**src/hdl/sdp_pkg.sv**
```systemverilog
package sdp_pkg;

        //////////////////////////////////////////////////////////////////////
        // Memory geometry
        //////////////////////////////////////////////////////////////////////

        // The write side sees the array as narrow words
        localparam int WR_W      = 32;                  // Width of one pushed word
        localparam int WR_ADDR_W = 10;                  // 1024 words on the write side

        // The read side sees the same bits as wide entries of two words each
        localparam int RD_W      = 64;                  // Width of one popped entry
        localparam int RD_ADDR_W = 9;                   // 512 entries on the read side

        localparam int DEPTH_WORDS = 1024;              // Capacity counted in pushed words

        //////////////////////////////////////////////////////////////////////
        // Vector types
        //////////////////////////////////////////////////////////////////////

        typedef logic [WR_W-1:0]      wr_word_t;        // Data offered by the producer
        typedef logic [RD_W-1:0]      rd_word_t;        // Data handed to the consumer

        typedef logic [WR_ADDR_W-1:0] wr_addr_t;        // Word address into the array
        typedef logic [RD_ADDR_W-1:0] rd_addr_t;        // Entry address into the array

        // Pointers carry one extra bit so that a full array and an empty one
        // can be told apart after the low bits have wrapped
        typedef logic [WR_ADDR_W:0]   wr_ptr_t;         // Counts words
        typedef logic [RD_ADDR_W:0]   rd_ptr_t;         // Counts entries

        // Stored word count, which has to reach the full depth of 1024
        typedef logic [WR_ADDR_W:0]   level_t;

endpackage
```
**src/hdl/sdp_port_if.sv**
```systemverilog
`timescale 1ns/1ps

interface sdp_port_if;

        // Write port of the array, one word per cycle
        logic                   we;                     // Store wdata at waddr on this edge
        sdp_pkg::wr_addr_t      waddr;                  // Low bit picks the half of an entry
        sdp_pkg::wr_word_t      wdata;

        // Read port of the array, one entry per cycle
        logic                   re;                     // Latch the entry at raddr on this edge
        sdp_pkg::rd_addr_t      raddr;
        sdp_pkg::rd_word_t      rdata;                  // Valid one cycle after re, held after

        // Producer side drives the whole write port
        modport wr (
                output we,
                output waddr,
                output wdata
        );

        // Consumer side addresses the array and takes the returned entry
        modport rd (
                output re,
                output raddr,
                input  rdata
        );

        // The array itself only listens, apart from the read data
        modport mem (
                input  we, waddr, wdata,
                input  re, raddr,
                output rdata
        );

endinterface

```
**src/hdl/word_writer.sv**
```systemverilog
`timescale 1ns/1ps

module word_writer (
        input  logic                    clk,
        input  logic                    reset,
        input  logic                    in_valid,       // One word offered this cycle
        input  sdp_pkg::wr_word_t       in_data,
        input  sdp_pkg::rd_ptr_t        rd_ptr,         // Entries already taken by the reader
        sdp_port_if.wr                  port,
        output sdp_pkg::wr_ptr_t        wr_ptr,         // Words written so far, with wrap bit
        output sdp_pkg::level_t         level,          // Words currently stored
        output logic                    overflow        // Pulses after a dropped word
);

        //////////////////////////////////////////////////////////////////////
        // Fill count
        //////////////////////////////////////////////////////////////////////

        sdp_pkg::wr_ptr_t       rd_word_ptr;            // Read pointer scaled to words
        sdp_pkg::level_t        count;                  // Words between the two pointers
        logic                   full;
        logic                   push_ok;                // The offered word will be stored

        // Each entry the reader removes is two words, so its pointer is
        // doubled before the comparison
        assign rd_word_ptr = {rd_ptr, 1'b0};

        // Both pointers wrap at the same modulus, so a plain difference
        // gives the count across any number of wraps
        assign count = wr_ptr - rd_word_ptr;

        // Both pointers are registers, so the count moves one cycle after
        // an accepted push or pop and is exported as the level
        assign level = count;

        // Full means the extra bit differs and the word address bits match
        assign full = (count == sdp_pkg::level_t'(sdp_pkg::DEPTH_WORDS));

        // A pop in the same cycle does not free room for this push.
        // Both are judged on the count before the edge
        assign push_ok = in_valid & ~full;

        //////////////////////////////////////////////////////////////////////
        // Memory write port
        //////////////////////////////////////////////////////////////////////

        // The write goes out in the same cycle as the offer
        assign port.we    = push_ok;
        assign port.waddr = wr_ptr[sdp_pkg::WR_ADDR_W-1:0];     // Drop the wrap bit
        assign port.wdata = in_data;

        //////////////////////////////////////////////////////////////////////
        // Pointer and status
        //////////////////////////////////////////////////////////////////////

        always_ff @(posedge clk) begin
                if (reset) begin
                        wr_ptr   <= '0;
                        overflow <= 1'b0;
                end else begin
                        if (push_ok) begin
                                wr_ptr <= wr_ptr + 1'b1;        // Next free word
                        end
                        // A word offered while full is lost, and the next
                        // cycle reports it for exactly one cycle
                        overflow <= in_valid & full;
                end
        end

        // The word counts toward pop eligibility once wr_ptr has moved,
        // which is the edge after it was accepted

endmodule

```
**src/flat_wrapper.sv**
```systemverilog
// flat-port wrapper written by rule: the top's interface ports become plain ports
module word_writer_flat 
  (clk, reset, in_valid, in_data, rd_ptr, wr_ptr, level, overflow, port_we, port_waddr, port_wdata);
  sdp_port_if port_i ();
  input  logic clk;
  input  logic reset;
  input  logic in_valid;
  input  sdp_pkg::wr_word_t in_data;
  input  sdp_pkg::rd_ptr_t rd_ptr;
  output sdp_pkg::wr_ptr_t wr_ptr;
  output sdp_pkg::level_t level;
  output logic overflow;
  output wire logic [$bits(port_i.we)-1:0] port_we;
  output wire logic [$bits(port_i.waddr)-1:0] port_waddr;
  output wire logic [$bits(port_i.wdata)-1:0] port_wdata;
  assign port_we = port_i.we;
  assign port_waddr = port_i.waddr;
  assign port_wdata = port_i.wdata;
  word_writer u_core (.clk(clk), .reset(reset), .in_valid(in_valid), .in_data(in_data), .rd_ptr(rd_ptr), .port(port_i), .wr_ptr(wr_ptr), .level(level), .overflow(overflow));
endmodule
```
**config.mk**
```make
export PLATFORM = sky130hd
export DESIGN_NAME = word_writer_flat
export DESIGN_NICKNAME = d
export VERILOG_FILES = /design/src/hdl/sdp_pkg.sv /design/src/hdl/sdp_port_if.sv /design/src/hdl/word_writer.sv /design/src/flat_wrapper.sv
export SDC_FILE = /design/constraint.sdc
export NUM_CORES = 1
export LEC_CHECK = 0
export BUFFER_PORTS_ARGS = -buffer_cell sky130_fd_sc_hd__buf_2
export CAP_MARGIN = 20
export CORE_MARGIN = 3
export CORE_UTILIZATION = 36
export CTS_CLUSTER_SIZE = 16
export DETAILED_ROUTE_END_ITERATION = 12
export PLACE_DENSITY = 0.75
export RECOVER_POWER = 50
export SYNTH_ARGS = -nofsm -noshare
export SYNTH_HDL_FRONTEND = slang
export SYNTH_SLANG_ARGS = --single-unit
```
**constraint.sdc**
```tcl
create_clock -name clk -period 3 [get_ports clk]
set_clock_uncertainty 0.1 [all_clocks]
set_input_delay 0.3 -clock clk [delete_from_list [all_inputs] [get_ports clk]]
set_output_delay 0.3 -clock clk [all_outputs]
set_load 0.01 [all_outputs]
```
# Yosys cells after proc, flatten, opt, wreduce, memory -nomap -nowiden
# Index checks and enable logic that the tools add are counted.
# W data, S select, Z words.
classes:
  addsub: 2
  n_eq_ne: 1
  bitwise: 3
op_table:
  columns: ["op", "n"]
  rows:
  - ["$add A11 B1 Y11 const B", 1]
  - ["$eq A11 B11 Y1 const B", 1]
  - ["$sub A11 B11 Y11", 1]
  - ["$and A1 B1 Y1", 2]
  - ["$not A1 Y1", 1]
totals:
  reg_bits: 12
  inputBits: 45
  out_inout_bits: 66
  word_cells: 8

# Depth between registers and ports, before layout
depth:
  ltp_word: 4
  mapped_depth: 12
  mapped_depth_nobuf: 11

# Least setup slack after synthesis
# No wires, ideal clock.
synth_timing:
  path_kind: "register to register"
  start: "register u_core.wr_ptr[1]"
  end: "register u_core.wr_ptr[0]"
  setup_time_ns: 0.121
  arrival_ns: 2.874
  t_required_ns: 2.779
  slack_ns: -0.095
  path_stages_with_launch: 10
  path_buffers: 0
  synth_period_minus_slack_ns: 3.095
  cell_sequence: "dfxtp_1 inv_1 ha_1 inv_1 fa_1 or4_1 or3_4 a2111oi_4 nor2b_2 mux2_4"
synth_between:
  elab_chain_cells: 4
synth_lines:
  columns: ["item", "line_no", "text"]
  rows:
  - ["start, declared", "word_writer.sv:10", "output sdp_pkg::wr_ptr_t wr_ptr,"]
  - ["start signal, assigned", "word_writer.sv:62", "wr_ptr <= wr_ptr + 1'b1;"]
  - ["$sub A11 B11 Y11", "word_writer.sv:30", "assign count = wr_ptr - rd_word_ptr;"]
  - ["net level[2]", "flat_wrapper.sv:11", "output sdp_pkg::level_t level;"]
  - ["$eq A11 B11 Y1", "word_writer.sv:37", "assign full = (count == sdp_pkg::level_t'(sdp_pkg::DEPTH_WORDS));"]
  - ["$not A1 Y1", "word_writer.sv:41", "assign push_ok = in_valid & ~full;"]
  - ["$and A1 B1 Y1", "word_writer.sv:41", null]
  - ["net port_we", "flat_wrapper.sv:13", "output wire logic [$bits(port_i.we)-1:0] port_we;"]
# The timed path passes the listed nets, and every way through them passes these cells.
# A chain may end at the register's enable or synchronous reset.

# Final worst setup path
layout_timing:
  start: "register u_core.wr_ptr[1]"
  end: "output port port_we"
layout_between:
  elab_chain_cells: 4
layout_lines:
  columns: ["item", "line_no"]
  rows:
  - ["$sub A11 B11 Y11", "word_writer.sv:30"]
  - ["$eq A11 B11 Y1", "word_writer.sv:37"]
  - ["$not A1 Y1", "word_writer.sv:41"]
  - ["$and A1 B1 Y1", "word_writer.sv:41"]
  - ["end, declared", "flat_wrapper.sv:13"]
# No other way between the ends.

==> results.txt <==
- Most used cells in the layout excluding fill and tap cells: 42 x buf_2, 15 x buf_4, 13 x inv_1
- Clock period minus worst slack: 3.101 ns
- For the pin with the worst max-slew slack, the measured transition is 0.3439 ns.
- Fmax: 322.4 MHz
- In the final design database the tool counted 258 nets.
- The die covers 4758 um2.
- The worst hold path begins at reset.
* Number of sinks on the clock net: 12
- Worst VDD drop: 89.37 uV
- Clock share of power: 34.3%
- Std-Cell Core Area: 3744 um2
- In this design, the largest share of critical-path delay is due to simple AND/OR/NAND/NOR gates.
- Measured in cells, the most critical reg-to-reg path has a length of 14.
- Worst Hold Class: input port to register
* DR pass1 iterations: 4
* Critical path buffer and inverter count: 3
- Entering global routing, the biggest net connects 15 pins.
- The flow ran to the end, but the final reports show violations.
* DRC violation total after the first TritonRoute iteration: 80
- In the global route stage, overall resource usage came out at 14.78%.
* Chain of cells forming the critical path: inv_2 > ha_4 > inv_2 > fa_2 > xor2_2 > or4_4 > or3_4 > a2111oi_4 > nor2b_2 > buf_2
- Counting the fill cells in the layout gives 414.
- Hold buffer count at cts: 0
- RSZ-0062 raised after global routing: yes
- Setup slack on the critical path of the routed design comes to -0.1014 ns.
- Power density over the cells: 276.3 nW/um2
- Final period util: 103.4%
- Count of flip-flops with a built-in enable after synthesis: 0
- Number of buffer cells added on primary ports: 46
- Violated checks: negative setup slack
- Predominant post-synthesis flop cell: dfxtp_1
- Among the stages of the critical path, the cell type that occurs most often is inv_2.
- Arrival time at the worst endpoint: 2.70 ns
- Using the TritonRoute via totals, the vias-per-cell ratio works out to 5.153.
- Antenna violations before repair: 0
- Once layout is done, the placed cells without fillers occupy 1610 um2.
- Synthesized netlist net count: 236
- Clock-pin slew was measured on the worst setup and hold paths at 0.05 ns.
- Syn_area_per_cell: 7.931 um2
- Relative slew margins: 77.03%
- Summed over all layers, the routed wires come to 3.487 mm.
- Setup violations remaining at the end of the flow were counted as 4.
* FFs w/ async S/R, synth: 0%
* Most common cell after layout, fill and taps aside: buf_2
- In the routed design, unresolved DRC markers number 0.
- STA puts the critical path data required time at 2.60 ns.
- Library cell used as clock root buffer: clkbuf_8
- Hold-critical path depth: 2
- Of all nets on the critical path, the largest fanout is 3.
* Total via count in the routed design: 1283
- In this design, the stage delay of the slowest critical-path cell is 0.42 ns.
- Count of inserted antenna diode cells: 0
* Endpoint kind of the worst setup timing path: output port
- Sequential share of power: 37.4%
- Counting flops and latches in the post-synthesis netlist gives 12.
- Once placement finished, the instance area stood at 1458 um2.
* Post-placement setup slack: 0.02766 ns
* CTS tree: done
* Initial Utilization: 38.14%
- The via count of the first global-routing pass is 1113.
- Number of distinct standard cells referenced by the synthesized netlist: 45
- Crit path kind: register to output port
- Routed wirelength normalized by instance count: 14.00 um
- The critical path crosses 10 cells after its start point.
* Pins over their slew limit: 0
- In this run switching power makes up 28.97% of total power.
* Capture endpoint of the worst hold path: u_core.wr_ptr[10]
* Internal power: 0.3160 mW
- Fraction of power consumed by combinational cells: 28.3%
- For this design the top-level I/O count stands at 111.
- First-pass GRT wire length: 5.147 mm
- Post-DRT Antenna Nets: 0
- The analysis attributes to net switching a power of 0.1289 mW.
- The tool flagged a number of max-cap violations equal to 0.
* Portion of the post-synthesis area used by sequential elements: 16.83%
* Die X: 68.98 um
* Post-DP HPWL: 2.579 mm
- In this run the critical register-to-register path is captured at u_core.wr_ptr[6].
- CTS built an H-tree with a depth of 1.
- Util after Layout: 43.01%
- The cell area that synthesis handed to floorplanning was 1428 um2.
* Leakage: 0.7830 nW
- Layout Area Growth over Synthesis: 12.80%
- Gate Count Post-Synth: 180
- Total CTS buffers: 3
- DIE HEIGHT: 68.98 um
* Final estimated routing congestion in global placement: 0.9361
* Internal reg-to-reg setup slack: -0.02 ns
- Among all stages on the critical path, the largest delay is contributed by or4_4.
- The total overflow left after global routing is 0.
* Launching point of the worst reg2reg path: u_core.wr_ptr[1]
- The floorplan has 22 rows.
- STA classifies the critical path startpoint as a register.
* Yosys synthesis warning count: 0
* Clock buffer depth: 2
- The final hold violation count was 0.
* Fraction of final layout cells with drive strength greater than 1: 39.80%
- Worst hold margin: 0.2764 ns
* Clock latency at the later pin of the worst-skew pair: 0.24 ns
registers in the layout (all words and copies together) (netlist names):
register / cells
u_core.wr_ptr: 11
u_core.overflow: 1
area by class of cell:
cell class                      instances  area, um2  share of cell area, %
Multi-Input combinational cell        108      855.8                  53.15
Timing Repair Buffer                   62      349.1                  21.68
Sequential cell                        12      244.0                  15.15
Tap cell                               48      60.06                  3.730
Inverter                               15      56.30                  3.497
Clock buffer                            4      45.04                  2.797
through the flow:
stage	instances	power, mW	setup TNS (ns)
detailed placement	238	0.2783	0
floorplan	180	0.2852	0
global placement	238	0.2764	0
global route	249	0.4727	-0.7585
CTS	246	0.4407	-0.1745
finish	249	0.4449	-0.1278
layer usage:
layer,track usage [%],up-vias,part of all wire (%)
li1,-,623,-
met1,18.87,606,43
met2,22.38,41,48
met3,2.755,13,5.4
met4,9.976,0,3.2
met5,0,-,0
timing repair:
item	CTS	global route
pin swaps	6	11
cloned	0	1
resized for setup	6	9
setup buffers	4	4
setup endpoints to repair	1	7
worst max-delay path by stage:
| stage | to | startpoint | slack, ns |
|---|---|---|---|
| after floorplan | u_core.wr_ptr[0] | u_core.wr_ptr[1] | 0.10 |
| after detailed placement | port_we | rd_ptr[0] | 0.03 |
| final | port_we | u_core.wr_ptr[1] | -0.10 |
| after global placement | port_we | rd_ptr[0] | 0.04 |
| after global routing | port_we | u_core.wr_ptr[1] | -0.22 |
| after CTS | port_we | u_core.wr_ptr[1] | -0.16 |
power groups by stage:
stage          registers [mW]  logic [mW]  clock network, mW
4_1_cts                 0.166       0.118              0.157
5_1_grt                 0.167       0.141              0.165
6_report                0.166       0.126              0.152
3_5_place_dp            0.169       0.109                  0
2_1_floorplan           0.171       0.114                  0
3_3_place_gp            0.169       0.108                  0
cell families (layout without fill, tap and decap cells):
kind of cell / count (synthesis) / in the layout / share of synthesized area (%)
buf+inv: 60 / 81 / 27.34
fa+ha+maj: 11 / 11 / 10.17
simple gates: 51 / 51 / 20.60
compound gates: 36 / 36 / 18.40
mux: 2 / 2 / 1.753
flops: 12 / 12 / 16.83
xor+xnor: 8 / 8 / 4.908
cells in the mapped netlist, types with 2 or more instances:
library cell / number / area [um2]
nor3_1: 6 / 30.03
dfxtp_1: 12 / 240.2
a21oi_1: 9 / 45.04
o31ai_1: 3 / 22.52
o21a_1: 4 / 30.03
buf_4: 44 / 330.3
o21ai_0: 5 / 25.02
o21bai_1: 2 / 15.01
xnor2_1: 3 / 26.28
a21o_1: 3 / 22.52
or4_1: 4 / 30.03
nor2_1: 10 / 37.54
nand2_1: 9 / 33.78
nand4_1: 3 / 18.77
ha_1: 10 / 125.1
nor2b_2: 2 / 17.52
nand2b_1: 3 / 18.77
or3_1: 2 / 12.51
xor2_1: 5 / 43.79
and3_1: 2 / 12.51
inv_1: 15 / 56.30
Power figures use the tool's default switching activity.
