**src/hdl/sdp_pkg.sv**
```systemverilog
package sdp_pkg;

        //////////////////////////////////////////////////////////////////////
        // Memory geometry
        //////////////////////////////////////////////////////////////////////

        // The write side sees the array as narrow words
        localparam int WR_W      = 32;                  // Width of one pushed word
        localparam int WR_ADDR_W = 10;                  // 1024 words on the write side

        // The read side sees the same bits as wide entries of two words each
        localparam int RD_W      = 64;                  // Width of one popped entry
        localparam int RD_ADDR_W = 9;                   // 512 entries on the read side

        localparam int DEPTH_WORDS = 1024;              // Capacity counted in pushed words

        //////////////////////////////////////////////////////////////////////
        // Vector types
        //////////////////////////////////////////////////////////////////////

        typedef logic [WR_W-1:0]      wr_word_t;        // Data offered by the producer
        typedef logic [RD_W-1:0]      rd_word_t;        // Data handed to the consumer

        typedef logic [WR_ADDR_W-1:0] wr_addr_t;        // Word address into the array
        typedef logic [RD_ADDR_W-1:0] rd_addr_t;        // Entry address into the array

        // Pointers carry one extra bit so that a full array and an empty one
        // can be told apart after the low bits have wrapped
        typedef logic [WR_ADDR_W:0]   wr_ptr_t;         // Counts words
        typedef logic [RD_ADDR_W:0]   rd_ptr_t;         // Counts entries

        // Stored word count, which has to reach the full depth of 1024
        typedef logic [WR_ADDR_W:0]   level_t;

endpackage
```
**src/hdl/sdp_port_if.sv**
```systemverilog
`timescale 1ns/1ps

interface sdp_port_if;

        // Write port of the array, one word per cycle
        logic                   we;                     // Store wdata at waddr on this edge
        sdp_pkg::wr_addr_t      waddr;                  // Low bit picks the half of an entry
        sdp_pkg::wr_word_t      wdata;

        // Read port of the array, one entry per cycle
        logic                   re;                     // Latch the entry at raddr on this edge
        sdp_pkg::rd_addr_t      raddr;
        sdp_pkg::rd_word_t      rdata;                  // Valid one cycle after re, held after

        // Producer side drives the whole write port
        modport wr (
                output we,
                output waddr,
                output wdata
        );

        // Consumer side addresses the array and takes the returned entry
        modport rd (
                output re,
                output raddr,
                input  rdata
        );

        // The array itself only listens, apart from the read data
        modport mem (
                input  we, waddr, wdata,
                input  re, raddr,
                output rdata
        );

endinterface

```
**src/hdl/pair_reader.sv**
```systemverilog
`timescale 1ns/1ps

module pair_reader (
        input  logic                    clk,
        input  logic                    reset,
        input  logic                    out_req,        // Request for one entry
        input  sdp_pkg::wr_ptr_t        wr_ptr,         // Words written so far
        sdp_port_if.rd                  port,
        output sdp_pkg::rd_ptr_t        rd_ptr,         // Entries taken so far, with wrap bit
        output sdp_pkg::rd_word_t       out_data,
        output logic                    out_valid,      // out_data holds a fresh entry
        output logic                    underflow       // Pulses after a refused request
);

        //////////////////////////////////////////////////////////////////////
        // Pair availability
        //////////////////////////////////////////////////////////////////////

        sdp_pkg::rd_ptr_t       wr_pairs;               // Complete entries written so far
        sdp_pkg::rd_ptr_t       pairs;                  // Complete entries waiting to be read
        logic                   pair_ok;                // At least one entry can be popped
        logic                   pop_ok;                 // This request will be served

        // Dropping the low bit of the word pointer counts finished entries.
        // A lone odd word is not visible to the reader
        assign wr_pairs = wr_ptr[sdp_pkg::WR_ADDR_W:1];

        // Both values wrap at 1024, so the difference survives wraps and
        // reaches at most 512 when the array is full
        assign pairs = wr_pairs - rd_ptr;

        assign pair_ok = (pairs != '0);                 // Two or more words stored

        // Judged on the pointers before the edge, so a word pushed in the
        // same cycle never completes a pair for this request
        assign pop_ok = out_req & pair_ok;

        //////////////////////////////////////////////////////////////////////
        // Memory read port
        //////////////////////////////////////////////////////////////////////

        // The read is issued in the request cycle itself
        assign port.re    = pop_ok;
        assign port.raddr = rd_ptr[sdp_pkg::RD_ADDR_W-1:0];     // Entry without wrap bit

        // The memory latch already holds the entry one cycle after re.
        // out_valid marks the cycle in which it is new
        assign out_data = port.rdata;

        //////////////////////////////////////////////////////////////////////
        // Pointer and status
        //////////////////////////////////////////////////////////////////////

        always_ff @(posedge clk) begin
                if (reset) begin
                        rd_ptr    <= '0;
                        out_valid <= 1'b0;
                        underflow <= 1'b0;
                end else begin
                        if (pop_ok) begin
                                rd_ptr <= rd_ptr + 1'b1;        // Next entry to read
                        end

                        // Delayed by one cycle so that it lines up with rdata
                        out_valid <= pop_ok;

                        // A request with less than a pair stored is ignored.
                        // The next cycle says so for one cycle
                        underflow <= out_req & ~pair_ok;
                end
        end

        // The writer sees the advanced rd_ptr on the next cycle, which is
        // when the level drops by two

endmodule

```
**src/flat_wrapper.sv**
```systemverilog
// flat-port wrapper written by rule: the top's interface ports become plain ports
module pair_reader_flat 
  (clk, reset, out_req, wr_ptr, rd_ptr, out_data, out_valid, underflow, port_re, port_raddr, port_rdata);
  sdp_port_if port_i ();
  input  logic clk;
  input  logic reset;
  input  logic out_req;
  input  sdp_pkg::wr_ptr_t wr_ptr;
  output sdp_pkg::rd_ptr_t rd_ptr;
  output sdp_pkg::rd_word_t out_data;
  output logic out_valid;
  output logic underflow;
  output wire logic [$bits(port_i.re)-1:0] port_re;
  output wire logic [$bits(port_i.raddr)-1:0] port_raddr;
  input wire logic [$bits(port_i.rdata)-1:0] port_rdata;
  assign port_re = port_i.re;
  assign port_raddr = port_i.raddr;
  assign port_i.rdata = port_rdata;
  pair_reader u_core (.clk(clk), .reset(reset), .out_req(out_req), .wr_ptr(wr_ptr), .port(port_i), .rd_ptr(rd_ptr), .out_data(out_data), .out_valid(out_valid), .underflow(underflow));
endmodule
```
**config.mk**
```make
export PLATFORM = sky130hd
export DESIGN_NAME = pair_reader_flat
export DESIGN_NICKNAME = d
export VERILOG_FILES = /design/src/hdl/sdp_pkg.sv /design/src/hdl/sdp_port_if.sv /design/src/hdl/pair_reader.sv /design/src/flat_wrapper.sv
export SDC_FILE = /design/constraint.sdc
export NUM_CORES = 1
export LEC_CHECK = 0
export ABC_AREA = 1
export BUFFER_PORTS_ARGS = -buffer_cell sky130_fd_sc_hd__clkbuf_2
export CAP_MARGIN = 20
export CORE_MARGIN = 3
export CORE_UTILIZATION = 37
export CTS_CLUSTER_SIZE = 40
export DETAILED_ROUTE_END_ITERATION = 10
export HOLD_SLACK_MARGIN = 0.06
export PLACE_DENSITY = 0.8
export SLEW_MARGIN = 30
export SYNTH_ARGS = -nofsm -noshare
export SYNTH_HDL_FRONTEND = slang
export SYNTH_SLANG_ARGS = --single-unit
```
**constraint.sdc**
```tcl
create_clock -name clk -period 2.4 [get_ports clk]
set_input_delay 0.36 -clock clk [delete_from_list [all_inputs] [get_ports clk]]
set_output_delay 0.36 -clock clk [all_outputs]
set_load 0.1 [all_outputs]
```
== Yosys cells after proc, flatten, opt, wreduce, memory -nomap -nowiden ==
Cells that the tools add are included.
Operators by class
  $mul: 0
  div/mod/pow operators: 0
  reductions and logical operators: 1
  add/subtract/negate cells: 2
  multiplexer cells: 0
  $lt $le $gt $ge: 0
  bitwise gates (word level): 3
  equal/unequal tests: 0
  shift operators: 0
Operator list (number)
  adder 10 x 1 -> 10 bit (second input constant): 1
  nonzero test 10 bit: 1
  subtractor 10 bit: 1
  AND 1 bit: 2
  inverter 1 bit: 1
Word-level totals
  bits in writable memories: 0
  logic and storage cells: 9
  flip-flop bits (word level): 12
  bits of input ports: 78
  memory bits (read-only): 0
  bits in latches: 0
  memories: 0

== Depth between registers and ports, before layout ==
Gate-level depths: netlist (run 1).
  depth after elaboration: 4
  mapped depth: 17
  depth with buffers taken out: 17

== Worst setup path before layout (run 1) ==
Ideal clock, no wire load.
  kind: register to output
  from: register u_core.rd_ptr[7]
  to: output port port_re
  data arrival time: 3.080 ns
  slack: -1.040 ns
  buffers on the path: 1
  cell stages (with the launch flop): 13
  path through: dfxtp_1 inv_1 ha_1 nand2_1 inv_1 a21oi_1 nand4_1 nand2_1 nor2_4 nand3_4 buf_6 nand2_1 inv_1
Between the ends
  word-level cells in the longest chain between the ends: 3
Ends and longest elaborated chain
  from (decl): RTL line pair_reader.sv:9  | output sdp_pkg::rd_ptr_t rd_ptr,
  from (signal assigned): RTL line pair_reader.sv:61  | rd_ptr <= rd_ptr + 1'b1;
  subtractor 10 bit: RTL line pair_reader.sv:30  | assign pairs = wr_pairs - rd_ptr;
  nonzero test 10 bit: RTL line pair_reader.sv:32  | assign pair_ok = (pairs != '0);
  AND 1 bit: RTL line pair_reader.sv:36  | assign pop_ok = out_req & pair_ok;
  to (decl): RTL line flat_wrapper.sv:13  | output wire logic [$bits(port_i.re)-1:0] port_re;
No other way between the ends.

== Final worst setup path (run 1) ==
Ends and elaborated chain as after synthesis.

==> results of run 1 <==
per-stage QoR:
step	std cells	utilization	cell area, um2	power, uW	setup WS (ns)
2_1_floorplan	289	-	1990	916	-0.200
3_3_place_gp	314	0.375	1700	455	0.185
3_5_place_dp	314	0.375	1700	461	0.104
4_1_cts	324	0.398	1810	666	0.00863
5_1_grt	328	0.413	1870	710	-0.107
6_report	328	0.413	1870	668	0.0343
cell type report:
type                            count  area [um2]  share of cell area
Inverter                           43         175              0.0936
Timing Repair Buffer               45         268               0.143
Sequential cell                    12         275               0.147
Multi-Input combinational cell    159        1030               0.549
Tap cell                           65        81.3              0.0434
Clock buffer                        4        45.0              0.0241
critical path: stages (launching register included):
cell and delay, ns:
sky130_fd_sc_hd__dfxtp_4 0.36, sky130_fd_sc_hd__inv_4 0.05, sky130_fd_sc_hd__ha_4 0.26, sky130_fd_sc_hd__nand2_4 0.09, sky130_fd_sc_hd__inv_1 0.05, sky130_fd_sc_hd__a21oi_2 0.16
sky130_fd_sc_hd__nand3_1 0.09, sky130_fd_sc_hd__nand2_1 0.08, sky130_fd_sc_hd__nand2_2 0.08, sky130_fd_sc_hd__nor2_4 0.12, sky130_fd_sc_hd__nand3_4 0.09, sky130_fd_sc_hd__nand2_4 0.08
sky130_fd_sc_hd__clkinvlp_4 0.10, sky130_fd_sc_hd__buf_12 0.17
power by group through the flow:
stage          sequential (uW)  clock [uW]  combinational (uW)
2_1_floorplan              237           0                 680
3_3_place_gp               207           0                 248
3_5_place_dp               207           0                 254
4_1_cts                    201         200                 265
5_1_grt                    201         206                 303
6_report                   201         193                 274
path summary, 6_finish.rpt:
| kind | endpoint | slack, ns | depth (start not counted) |
|---|---|---|---|
| min | u_core.out_valid | 0.31 | 2 |
| max | port_re | 0.03 | 13 |
| min reg2reg | u_core.rd_ptr[7] | 0.50 | 2 |
| max reg2reg | u_core.rd_ptr[8] | 0.37 | 14 |
cells by family (layout without fill, tap and decap cells):
logic type,after synthesis,after routing
AND/OR/NAND/NOR,134,134
buffers and inverters,118,92
adder cells (fa/ha/maj),10,10
flip-flops,12,12
AO/OA/AOI/OAI,14,14
XOR/XNOR,1,1
state kept, by name, indices dropped and copies added, names as in the netlist:
signal,count
u_core.rd_ptr,10
u_core.out_valid,1
u_core.underflow,1
cell usage in the layout (no fill, tap or decap), types with 3 or more instances in the layout:
cell type	netlist	routed
sky130_fd_sc_hd__a21oi_2	11	10
sky130_fd_sc_hd__buf_4	73	11
sky130_fd_sc_hd__clkbuf_2	0	33
sky130_fd_sc_hd__clkbuf_8	0	3
sky130_fd_sc_hd__dfxtp_4	0	9
sky130_fd_sc_hd__ha_4	0	8
sky130_fd_sc_hd__inv_1	41	30
sky130_fd_sc_hd__inv_2	1	7
sky130_fd_sc_hd__inv_4	0	4
sky130_fd_sc_hd__nand2_1	61	46
sky130_fd_sc_hd__nand2_2	3	16
sky130_fd_sc_hd__nand3_1	27	26
sky130_fd_sc_hd__nand4_1	3	3
sky130_fd_sc_hd__nor2_1	29	28
sky130_fd_sc_hd__nor2_2	3	3
sky130_fd_sc_hd__nor2_4	2	3
sky130_fd_sc_hd__nor3_1	3	3
synth_stat cells, drive strengths merged:
cell type | count | share of area
buf | 75 | 0.31
nor3 | 3 | 0.0083
nand3 | 29 | 0.090
dfxtp | 12 | 0.13
nor4 | 1 | 0.0035
nand2 | 64 | 0.14
clkinv | 1 | 0.0021
inv | 42 | 0.087
o21bai | 1 | 0.0041
ha | 10 | 0.069
xnor2 | 1 | 0.0048
a21oi | 13 | 0.059
nor2 | 34 | 0.083
nand4 | 3 | 0.010
per-layer routing:
metal,vias up,GRT usage,part of all wire
met5,-,0,0
met4,0,0.0598,0.026
met2,59,0.236,0.51
met1,680,0.134,0.38
li1,769,-,-
met3,21,0.0366,0.081
timing repair:
item                       in CTS  in global routing
setup endpoints to repair       1                  1
hold endpoints to repair        0                  0
resized for setup               5                 13
buffers inserted                6                  4
pin swaps                       6                  7
==> reports/metrics.csv, run 1 <==
stage,metric,value,unit
global_route,vias in the first global route,1473,
power_and_ir_drop,Static Leakage,0.000914,uW
power_and_ir_drop,cell internal pwr,406,uW
synth,synthesized instance count,289,
global_route,GRT Residual Overflow,0,
clock_network,CTS Hold Bufs,0,
die,Die Span Y,76.0,um
detailed_routing,post-route DRC violation count,0,
sta,final-layout setup total negative slack,0,ns
clock_network,number of levels the H-tree was split into,1,
die,width of the die,76.0,um
die,area of the core region,4530,um2
synth,Synth Area in Compound Gates,0.0628,
clock_network,largest buffer count on any clock path,2,
detailed_routing,number of detailed-routing iterations run before antenna repair,4,
run,max-capacitance violation count,0,
clock_network,clock latency at the later pin of the worst-skew pair,0.24,ns
cells_and_area,synthesis-to-finish area growth,3.17,%
worst_hold_path,Min-Delay Startpoint,reset,
global_route,GRT Resource Usage Total,0.128,
clock_network,total clock buffers created by CTS,3,
sta,final worst-path cycle share,0.986,
global_route,pin count of the biggest net entering global routing,19,
detailed_routing,via count normalized by instance count,4.66,
detailed_routing,total vias in the final route,1529,
run_status,outcome,"complete, no violations",
sta,f_max,0.423,GHz
sta,worst-case headroom to the max-slew limit,0.636,
synth,combined area of all synthesized cells,1810,um2
clock_network,Clock transition at path regs,0.05,ns
detailed_routing,routed len/inst,11.6,um
global_route,first-pass GRT wire length,6.35,mm
critical_path,kind of end point of the critical path,primary output,
cells_and_area,layout net count,352,
cells_and_area,Fillers,470,
detailed_routing,Antenna Nets Post-Route,0,
sta,hold violation count in the final report,0,
critical_path,required time at the worst-slack endpoint,2.04,ns
sta,Pins Over Slew Limit,0,
critical_path,critical path peak fanout,4,
synth,xor-xnor portion of the synthesized cell area,0.00483,
sta,Tmin final,2.37,ns
clock_network,clock tree from TritonCTS,built,
synth,"arithmetic-cell share of the synthesized area counting full adders, half adders and majority gates",0.0690,
critical_path,Crit path arrival time,2.01,ns
power_and_ir_drop,power share of the sequential group,0.300,
synth,sequential-to-total area share from yosys stat,0.132,
global_route,number of antenna violations at the first check in global routing,0,
die,overall die area,5780,um2
detailed_routing,iteration-0 DRC count of the detailed router,45,
sta,slew at the pin closest to its max-slew limit,0.549,ns
clock_network,clock sink total,12,
critical_path,startpoint of the most critical register-to-register path,u_core.rd_ptr[7],
sta,unrepaired setup endpoints after global routing,yes,
sta,Fin Hold WS,0.308,ns
die,number of core rows,24,
worst_hold_path,kind of path behind the tightest hold check,primary input to flip-flop,
synth,Simple-Gate Fraction of Synth Area,0.331,
power_and_ir_drop,PD cells,357,nW/um2
critical_path,category of the worst setup path launch point,flip-flop,
placement,placed wire-length estimate,3.05,mm
sta,final setup violation count,0,
synth,post-synthesis mux area share,0,
synth,number of distinct library cells after synthesis,23,
synth,YS warnings,0,
synth,main combinational cell family by area after synthesis,buffers and inverters,
detailed_routing,Routed Wire Length,3.80,mm
die,Initial Utilization,0.400,
cells_and_area,antenna diode count,0,
synth,number of synthesized register bits,12,
power_and_ir_drop,Gate power share,0.411,
power_and_ir_drop,switching fraction of total power,0.391,
critical_path,CP Class,flip-flop to primary output,
sta,final worst clock skew,0.00464,ns
synth,synthesized area per cell,6.28,um2
power_and_ir_drop,net switching power,261,uW
clock_network,root buf cell,sky130_fd_sc_hd__clkbuf_8,
synth,number of nets produced by synthesis,377,
placement,routability congestion estimate from global placement,0.818,
critical_path,startpoint of the most critical setup path,u_core.rd_ptr[7],
placement,number of buffers inserted by port buffering,34,
power_and_ir_drop,peak supply drop,0.000362,V
die,Top-Level Pins,164,
power_and_ir_drop,fraction of power consumed by the clock network,0.289,
cells_and_area,share of final-layout standard cells stronger than drive strength 1,0.445,
Power figures use the tool's default switching activity.
==> run 2, diff against run 1 <==
==> constraint.sdc (replaced) <==
create_clock -name clk -period 2.7 [get_ports clk]
set_input_delay 0.405 -clock clk [delete_from_list [all_inputs] [get_ports clk]]
set_output_delay 0.405 -clock clk [all_outputs]
set_load 0.1 [all_outputs]
==> run 2 against run 1 <==
Net effect: clock skew shrank 0.0040 ns; clock-buffer cell count is the same; register-to-register slack gained 0.29 ns; first-iteration DRC count grew 16%; setup slack gained 0.13 ns; global-route usage shrank 0.45 points; sequential share of layout area grew 1.1 points; total power shrank 9.7%; flip-flop and latch count is the same; critical path depth is the same; final cell count shrank 3.0%; highest routed layer unchanged.
==> reports/metrics.csv, run 2 (same netlist as run 1, synthesis figures left out) <==
stage,metric,value,unit
run_status,outcome,"complete, no violations",
sta,hold violation count in the final report,0,
clock_network,clock latency at the later pin of the worst-skew pair,0.24,ns
global_route,number of antenna violations at the first check in global routing,0,
cells_and_area,number of flip-flops under the largest register name,10,
detailed_routing,total vias in the final route,1412,
critical_path,category of the worst setup path launch point,flip-flop,
sta,Tmin final,2.54,ns
placement,placed wire-length estimate,2.86,mm
power_and_ir_drop,cell internal pwr,376,uW
clock_network,clock tree from TritonCTS,built,
cells_and_area,synthesis-to-finish area growth,-4.41,%
clock_network,clock sink total,12,
global_route,pin count of the biggest net entering global routing,19,
cells_and_area,most used cells in the layout excluding fill and tap cells,"sky130_fd_sc_hd__nand2_1 (59), sky130_fd_sc_hd__clkbuf_2 (33), sky130_fd_sc_hd__inv_1 (32), sky130_fd_sc_hd__nor2_1 (28), sky130_fd_sc_hd__nand3_1 (27)",
placement,Post-DP Area,1670,um2
cells_and_area,share of final-layout standard cells stronger than drive strength 1,0.356,
placement,placed cells,314,
sta,final worst clock skew,0.000661,ns
global_route,vias in the first global route,1458,
cells_and_area,antenna diode count,0,
worst_hold_path,kind of path behind the tightest hold check,primary input to flip-flop,
power_and_ir_drop,fraction of power consumed by the clock network,0.331,
power_and_ir_drop,net switching power,227,uW
critical_path,kind of end point of the critical path,primary output,
detailed_routing,Routed Wire Length,3.44,mm
sta,least setup slack across all paths after layout,0.161,ns
cells_and_area,number of cells in the finished layout apart from fillers,318,
die,Die Span Y,76.0,um
cells_and_area,fin area,1730,um2
sta,unrepaired setup endpoints after global routing,no,
detailed_routing,Antenna Nets Post-Route,0,
power_and_ir_drop,Gate power share,0.370,
cells_and_area,most common library cell in the layout ignoring fill and taps,sky130_fd_sc_hd__nand2_1,
clock_network,total clock buffers created by CTS,3,
sta,final worst-path cycle share,0.940,
placement,number of buffers inserted by port buffering,34,
sta,final setup violation count,0,
power_and_ir_drop,PD cells,348,nW/um2
sta,Pins Over Slew Limit,0,
power_and_ir_drop,power share of the sequential group,0.299,
sta,final-layout setup total negative slack,0,ns
power_and_ir_drop,Static Leakage,0.000855,uW
critical_path,critical path peak fanout,6,
placement,Post-Place Worst Slack,0.326,ns
cells_and_area,registers with the most flip-flops,"u_core.rd_ptr: 10 flops, u_core.out_valid: 1 flops, u_core.underflow: 1 flops",
clock_network,Clock transition at path regs,0.05,ns
die,Initial Utilization,0.400,
power_and_ir_drop,peak supply drop,0.000435,V
cells_and_area,Top reg by flops,u_core.rd_ptr,
global_route,GRT Residual Overflow,0,
die,overall die area,5780,um2
critical_path,Crit path arrival time,2.13,ns
detailed_routing,iteration-0 DRC count of the detailed router,52,
sta,slew at the pin closest to its max-slew limit,0.548,ns
die,Top-Level Pins,164,
die,area of the core region,4530,um2
run,max-capacitance violation count,0,
clock_network,largest buffer count on any clock path,2,
clock_network,root buf cell,sky130_fd_sc_hd__clkbuf_8,
detailed_routing,post-route DRC violation count,0,
sta,worst-case headroom to the max-slew limit,0.636,
power_and_ir_drop,power consumption,603,uW
global_route,first-pass GRT wire length,6.11,mm
global_route,GRT Resource Usage Total,0.124,
die,number of core rows,24,
clock_network,number of levels the H-tree was split into,1,
critical_path,required time at the worst-slack endpoint,2.30,ns
detailed_routing,routed len/inst,10.8,um
detailed_routing,number of detailed-routing iterations run before antenna repair,4,
die,width of the die,76.0,um
critical_path,CP Class,flip-flop to primary output,
clock_network,CTS Hold Bufs,0,
detailed_routing,via count normalized by instance count,4.44,
cells_and_area,Fillers,487,
power_and_ir_drop,switching fraction of total power,0.376,
sta,f_max,0.394,GHz
cells_and_area,layout net count,342,
placement,routability congestion estimate from global placement,0.793,
[run 2: what timing repair did]
item                                    CTS  global route
endpoints found under the hold margin     0             0
endpoints found under the setup margin    0             1
gates resized for setup                   0             2
buffers inserted                          0             0
[run 2: stage by stage]
stage | hold WS, ns | util
floorplan | 0.477 | -
global placement | 0.489 | 0.369
detailed placement | 0.505 | 0.369
CTS | 0.341 | 0.381
global route | 0.342 | 0.382
finish | 0.349 | 0.382
[run 2: path summary, 6_finish.rpt]
path	startpoint	to	slack, ns	depth (start not counted)
min reg2reg	u_core.rd_ptr[2]	u_core.rd_ptr[2]	0.51	2
max reg2reg	u_core.rd_ptr[1]	u_core.rd_ptr[0]	0.66	13
max	u_core.rd_ptr[1]	port_re	0.16	13
min	reset	u_core.out_valid	0.35	2
[run 2: layer usage]
metal / global-route usage / part of all wire / vias to the layer above
met2: 0.222 / 0.52 / 38
met4: 0.0652 / 0.020 / 0
met3: 0.0319 / 0.056 / 10
li1: - / - / 750
met5: 0 / 0 / -
met1: 0.134 / 0.41 / 614
[run 2: layout make-up]
type,instances,area (um2),share of cell area
Sequential cell,12,274,0.158
Timing Repair Buffer,35,193,0.111
Inverter,43,168,0.0967
Tap cell,65,81.3,0.0469
Clock buffer,4,55.1,0.0317
Multi-Input combinational cell,159,963,0.556
[run 2: worst max-delay path, cell delays in order (launching register included)]
cell	delay, ns
sky130_fd_sc_hd__dfxtp_4	0.38
sky130_fd_sc_hd__inv_2	0.05
sky130_fd_sc_hd__ha_4	0.24
sky130_fd_sc_hd__nand2_1	0.12
sky130_fd_sc_hd__nand2_2	0.09
sky130_fd_sc_hd__nand2_1	0.07
sky130_fd_sc_hd__nand3_1	0.09
sky130_fd_sc_hd__nor2_1	0.11
sky130_fd_sc_hd__nand3_1	0.13
sky130_fd_sc_hd__nor2_4	0.15
sky130_fd_sc_hd__nand3_4	0.08
sky130_fd_sc_hd__nand2_2	0.10
sky130_fd_sc_hd__clkinvlp_4	0.10
sky130_fd_sc_hd__buf_12	0.17
[run 2: power groups by stage]
stage               registers (uW)  logic [uW]  clock network [uW]
global route                   181         245                 221
CTS                            180         222                 207
global placement               184         216                   0
floorplan                      210         600                   0
detailed placement             184         221                   0
finish                         180         223                 200
==> run 3, diff against run 2 <==
--- a/config.mk
+++ b/config.mk
@@ -5,15 +5,13 @@
 export SDC_FILE = /design/constraint.sdc
 export NUM_CORES = 1
 export LEC_CHECK = 0
-export ABC_AREA = 1
 export BUFFER_PORTS_ARGS = -buffer_cell sky130_fd_sc_hd__clkbuf_2
 export CAP_MARGIN = 20
 export CORE_MARGIN = 3
-export CORE_UTILIZATION = 37
+export CORE_UTILIZATION = 25
 export CTS_CLUSTER_SIZE = 40
 export DETAILED_ROUTE_END_ITERATION = 10
 export HOLD_SLACK_MARGIN = 0.06
-export PLACE_DENSITY = 0.8
 export SLEW_MARGIN = 30
 export SYNTH_ARGS = -nofsm -noshare
 export SYNTH_HDL_FRONTEND = slang
==> run 3 against run 2 <==
Net effect: clock power shrank 17%; highest routed layer unchanged; clock skew rose by 0.0012 ns; critical path depth shrank 4; largest cell class unchanged; area after synthesis shrank 16%.
==> reports/metrics.csv, run 3 <==
stage,metric,value,unit
run_status,outcome,"complete, no violations",
detailed_routing,Antenna Nets Post-Route,0,
critical_path,cell with the largest stage delay on the worst path,sky130_fd_sc_hd__dfxtp_4,
clock_network,CTS Hold Bufs,0,
detailed_routing,post-route DRC violation count,0,
clock_network,root buf cell,sky130_fd_sc_hd__clkbuf_8,
detailed_routing,routed len/inst,14.0,um
clock_network,clock tree from TritonCTS,built,
die,Top-Level Pins,164,
synth,most area-hungry cell type in the Yosys netlist,sky130_fd_sc_hd__buf_4,
global_route,met2 layer usage reported by global route,0.146,
clock_network,Clock transition at path regs,0.05,ns
synth,sequential-to-total area share from yosys stat,0.158,
critical_path,worst r2r path cells,10,
cells_and_area,antenna diode count,0,
synth,number of nets produced by synthesis,285,
critical_path,end point of the critical path,port_re,
detailed_routing,Routed Wire Length,3.34,mm
clock_network,largest buffer count on any clock path,2,
critical_path,startpoint of the most critical register-to-register path,u_core.rd_ptr[7],
critical_path,startpoint of the most critical setup path,u_core.rd_ptr[2],
placement,Post-Place Worst Slack,-0.0492,ns
detailed_routing,number of detailed-routing iterations run before antenna repair,4,
placement,placed wire-length estimate,2.60,mm
global_route,pin count of the biggest net entering global routing,20,
synth,most frequent cell after synthesis,sky130_fd_sc_hd__buf_4,
die,overall die area,7070,um2
global_route,most crowded layer after global routing,met2,
die,number of core rows,27,
sta,slew at the pin closest to its max-slew limit,0.537,ns
worst_hold_path,hold path depth,2,
sta,final worst clock skew,0.00189,ns
cells_and_area,synthesis-to-finish area growth,-0.820,%
die,Initial Utilization,0.267,
placement,number of buffers inserted by port buffering,34,
die,Die Span Y,84.1,um
synth,most common library cells after synthesis,"sky130_fd_sc_hd__buf_4 (73), sky130_fd_sc_hd__a21oi_1 (14), sky130_fd_sc_hd__inv_1 (14)",
cells_and_area,share of final-layout standard cells stronger than drive strength 1,0.497,
global_route,number of antenna violations at the first check in global routing,0,
cells_and_area,Top reg by flops,u_core.rd_ptr,
sta,hold violation count in the final report,0,
synth,number of distinct library cells after synthesis,44,
synth,number of synthesized register bits,12,
power_and_ir_drop,peak supply drop,0.000150,V
power_and_ir_drop,power consumption,513,uW
run,max-capacitance violation count,0,
clock_network,clock sink total,12,
sta,final setup violation count,0,
synth,top_reg_cell synth,sky130_fd_sc_hd__dfxtp_1,
global_route,vias in the first global route,1139,
critical_path,Crit path arrival time,2.18,ns
sta,final worst-path cycle share,0.957,
critical_path,reg-to-reg critical path endpoint,u_core.rd_ptr[8],
cells_and_area,most used cells in the layout excluding fill and tap cells,"sky130_fd_sc_hd__clkbuf_2 (33), sky130_fd_sc_hd__a21oi_1 (13), sky130_fd_sc_hd__buf_4 (9), sky130_fd_sc_hd__o21ai_0 (8), sky130_fd_sc_hd__dfxtp_4 (8)",
synth,combined area of all synthesized cells,1530,um2
synth,proportion of netlist area held by the largest area contributor,0.359,
global_route,met1 layer usage reported by global route,0.115,
die,area of the core region,5710,um2
cells_and_area,registers with the most flip-flops,"u_core.rd_ptr: 10 flops, u_core.out_valid: 1 flops, u_core.underflow: 1 flops",
critical_path,CP Class,flip-flop to primary output,
synth,fraction of synthesis flops using an asynchronous set or reset pin,0,
clock_network,total clock buffers created by CTS,3,
critical_path,stage delay of the slowest cell on the critical path,0.36,ns
detailed_routing,via count normalized by instance count,4.69,
detailed_routing,total vias in the final route,1120,
critical_path,category of the worst setup path launch point,flip-flop,
synth,synthesized instance count,197,
synth,number of enable flip-flop cells after synthesis,0,
sta,unrepaired setup endpoints after global routing,no,
detailed_routing,iteration-0 DRC count of the detailed router,34,
clock_network,number of levels the H-tree was split into,1,
cells_and_area,layout net count,256,
critical_path,chain of cells forming the critical path,"inv_4, ha_4, o21a_1, a21boi_4, o21ai_2, a2111oi_4, o2111a_2, nor2_4, buf_12",
cells_and_area,most common library cell in the layout ignoring fill and taps,sky130_fd_sc_hd__clkbuf_2,
clock_network,clock latency at the later pin of the worst-skew pair,0.24,ns
sta,Pins Over Slew Limit,0,
critical_path,register-to-register path setup slack,0.21,ns
power_and_ir_drop,Static Leakage,0.000583,uW
global_route,GR met3 Demand/Resource,0.0306,
critical_path,required time at the worst-slack endpoint,2.30,ns
synth,YS warnings,0,
power_and_ir_drop,PD cells,339,nW/um2
critical_path,critical path peak fanout,3,
sta,Tmin final,2.58,ns
critical_path,kind of end point of the critical path,primary output,
synth,leading cell types by total area after synthesis,"sky130_fd_sc_hd__buf_4 (36%), sky130_fd_sc_hd__dfxtp_1 (16%), sky130_fd_sc_hd__ha_1 (8.2%), sky130_fd_sc_hd__a21oi_1 (4.6%), sky130_fd_sc_hd__inv_1 (3.4%)",
die,width of the die,84.1,um
global_route,first-pass GRT wire length,5.42,mm
global_route,GRT Residual Overflow,0,
global_route,GRT Resource Usage Total,0.0936,
synth,synthesized area per cell,7.74,um2
sta,worst-case headroom to the max-slew limit,0.639,
worst_hold_path,kind of path behind the tightest hold check,primary input to flip-flop,
placement,routability congestion estimate from global placement,0.746,
sta,f_max,0.387,GHz
cells_and_area,number of flip-flops under the largest register name,10,
sta,least setup slack across all paths after layout,0.115,ns
-- run 3: critical path, delay by kind of cell, from the launching register on --
family	cells	cell delay, ns
fa+ha+maj	1	0.27
compound gates	5	1.04
simple gates	1	0.06
flops	1	0.36
buf+inv	2	0.20
-- run 3: stage by stage --
step           cells  setup TNS (ns)  utilization  hold slack [ns]  instance area, um2
3_3_place_gp     230               0        0.241            0.503                1380
2_1_floorplan    197         -0.0459            -            0.484                1650
4_1_cts          238               0        0.260            0.504                1480
6_report         239               0        0.265            0.508                1510
5_1_grt          239               0        0.265            0.536                1510
3_5_place_dp     230         -0.0492        0.241            0.508                1380
-- run 3: cell type report --
cell class / instances / area (um2)
Clock buffer: 3 / 41.3
Clock inverter: 1 / 3.75
Fill cell: 626 / 4200
Inverter: 14 / 57.6
Multi-Input combinational cell: 94 / 796
Sequential cell: 12 / 272
Tap cell: 72 / 90.1
Timing Repair Buffer: 43 / 253
-- run 3: logic make-up after synthesis --
group | after synthesis | share of synthesized area
compound gates | 43 | 0.185
xor+xnor | 3 | 0.0172
fa+ha+maj | 10 | 0.0820
buf+inv | 91 | 0.409
flops | 12 | 0.158
mux | 1 | 0.00738
simple gates | 37 | 0.141
-- run 3: how the worst min path moves through the flow --
| stage | start | endpoint |
|---|---|---|
| final | reset | u_core.rd_ptr[4] |
| after global routing | reset | u_core.rd_ptr[2] |
| after global placement | u_core.rd_ptr[8] | u_core.rd_ptr[8] |
| after CTS | reset | u_core.rd_ptr[0] |
| after floorplan | reset | u_core.underflow |
| after detailed placement | u_core.rd_ptr[4] | u_core.rd_ptr[4] |
-- run 3: repair_timing --
item / 4_1_cts / 5_1_grt
hold endpoints to repair: 0 / 0
buffers inserted: 4 / 2
gates resized for setup: 8 / 3
pin swaps: 4 / 3
setup endpoints to repair: 1 / 3
-- run 3: where the power goes --
part | leakage (uW) | internal [uW] | switching (uW)
clock network | 0.0000231 | 100 | 66.0
logic | 0.000456 | 60.5 | 110
registers | 0.000104 | 174 | 1.89
total | 0.000583 | 335 | 178
-- run 3: routing by layer --
layer	part of all wire	vias up	routed length (um)
met2	0.46	38	1540
met5	0	-	0
li1	-	557	-
met4	0.019	0	64
met3	0.070	11	233
met1	0.45	514	1500
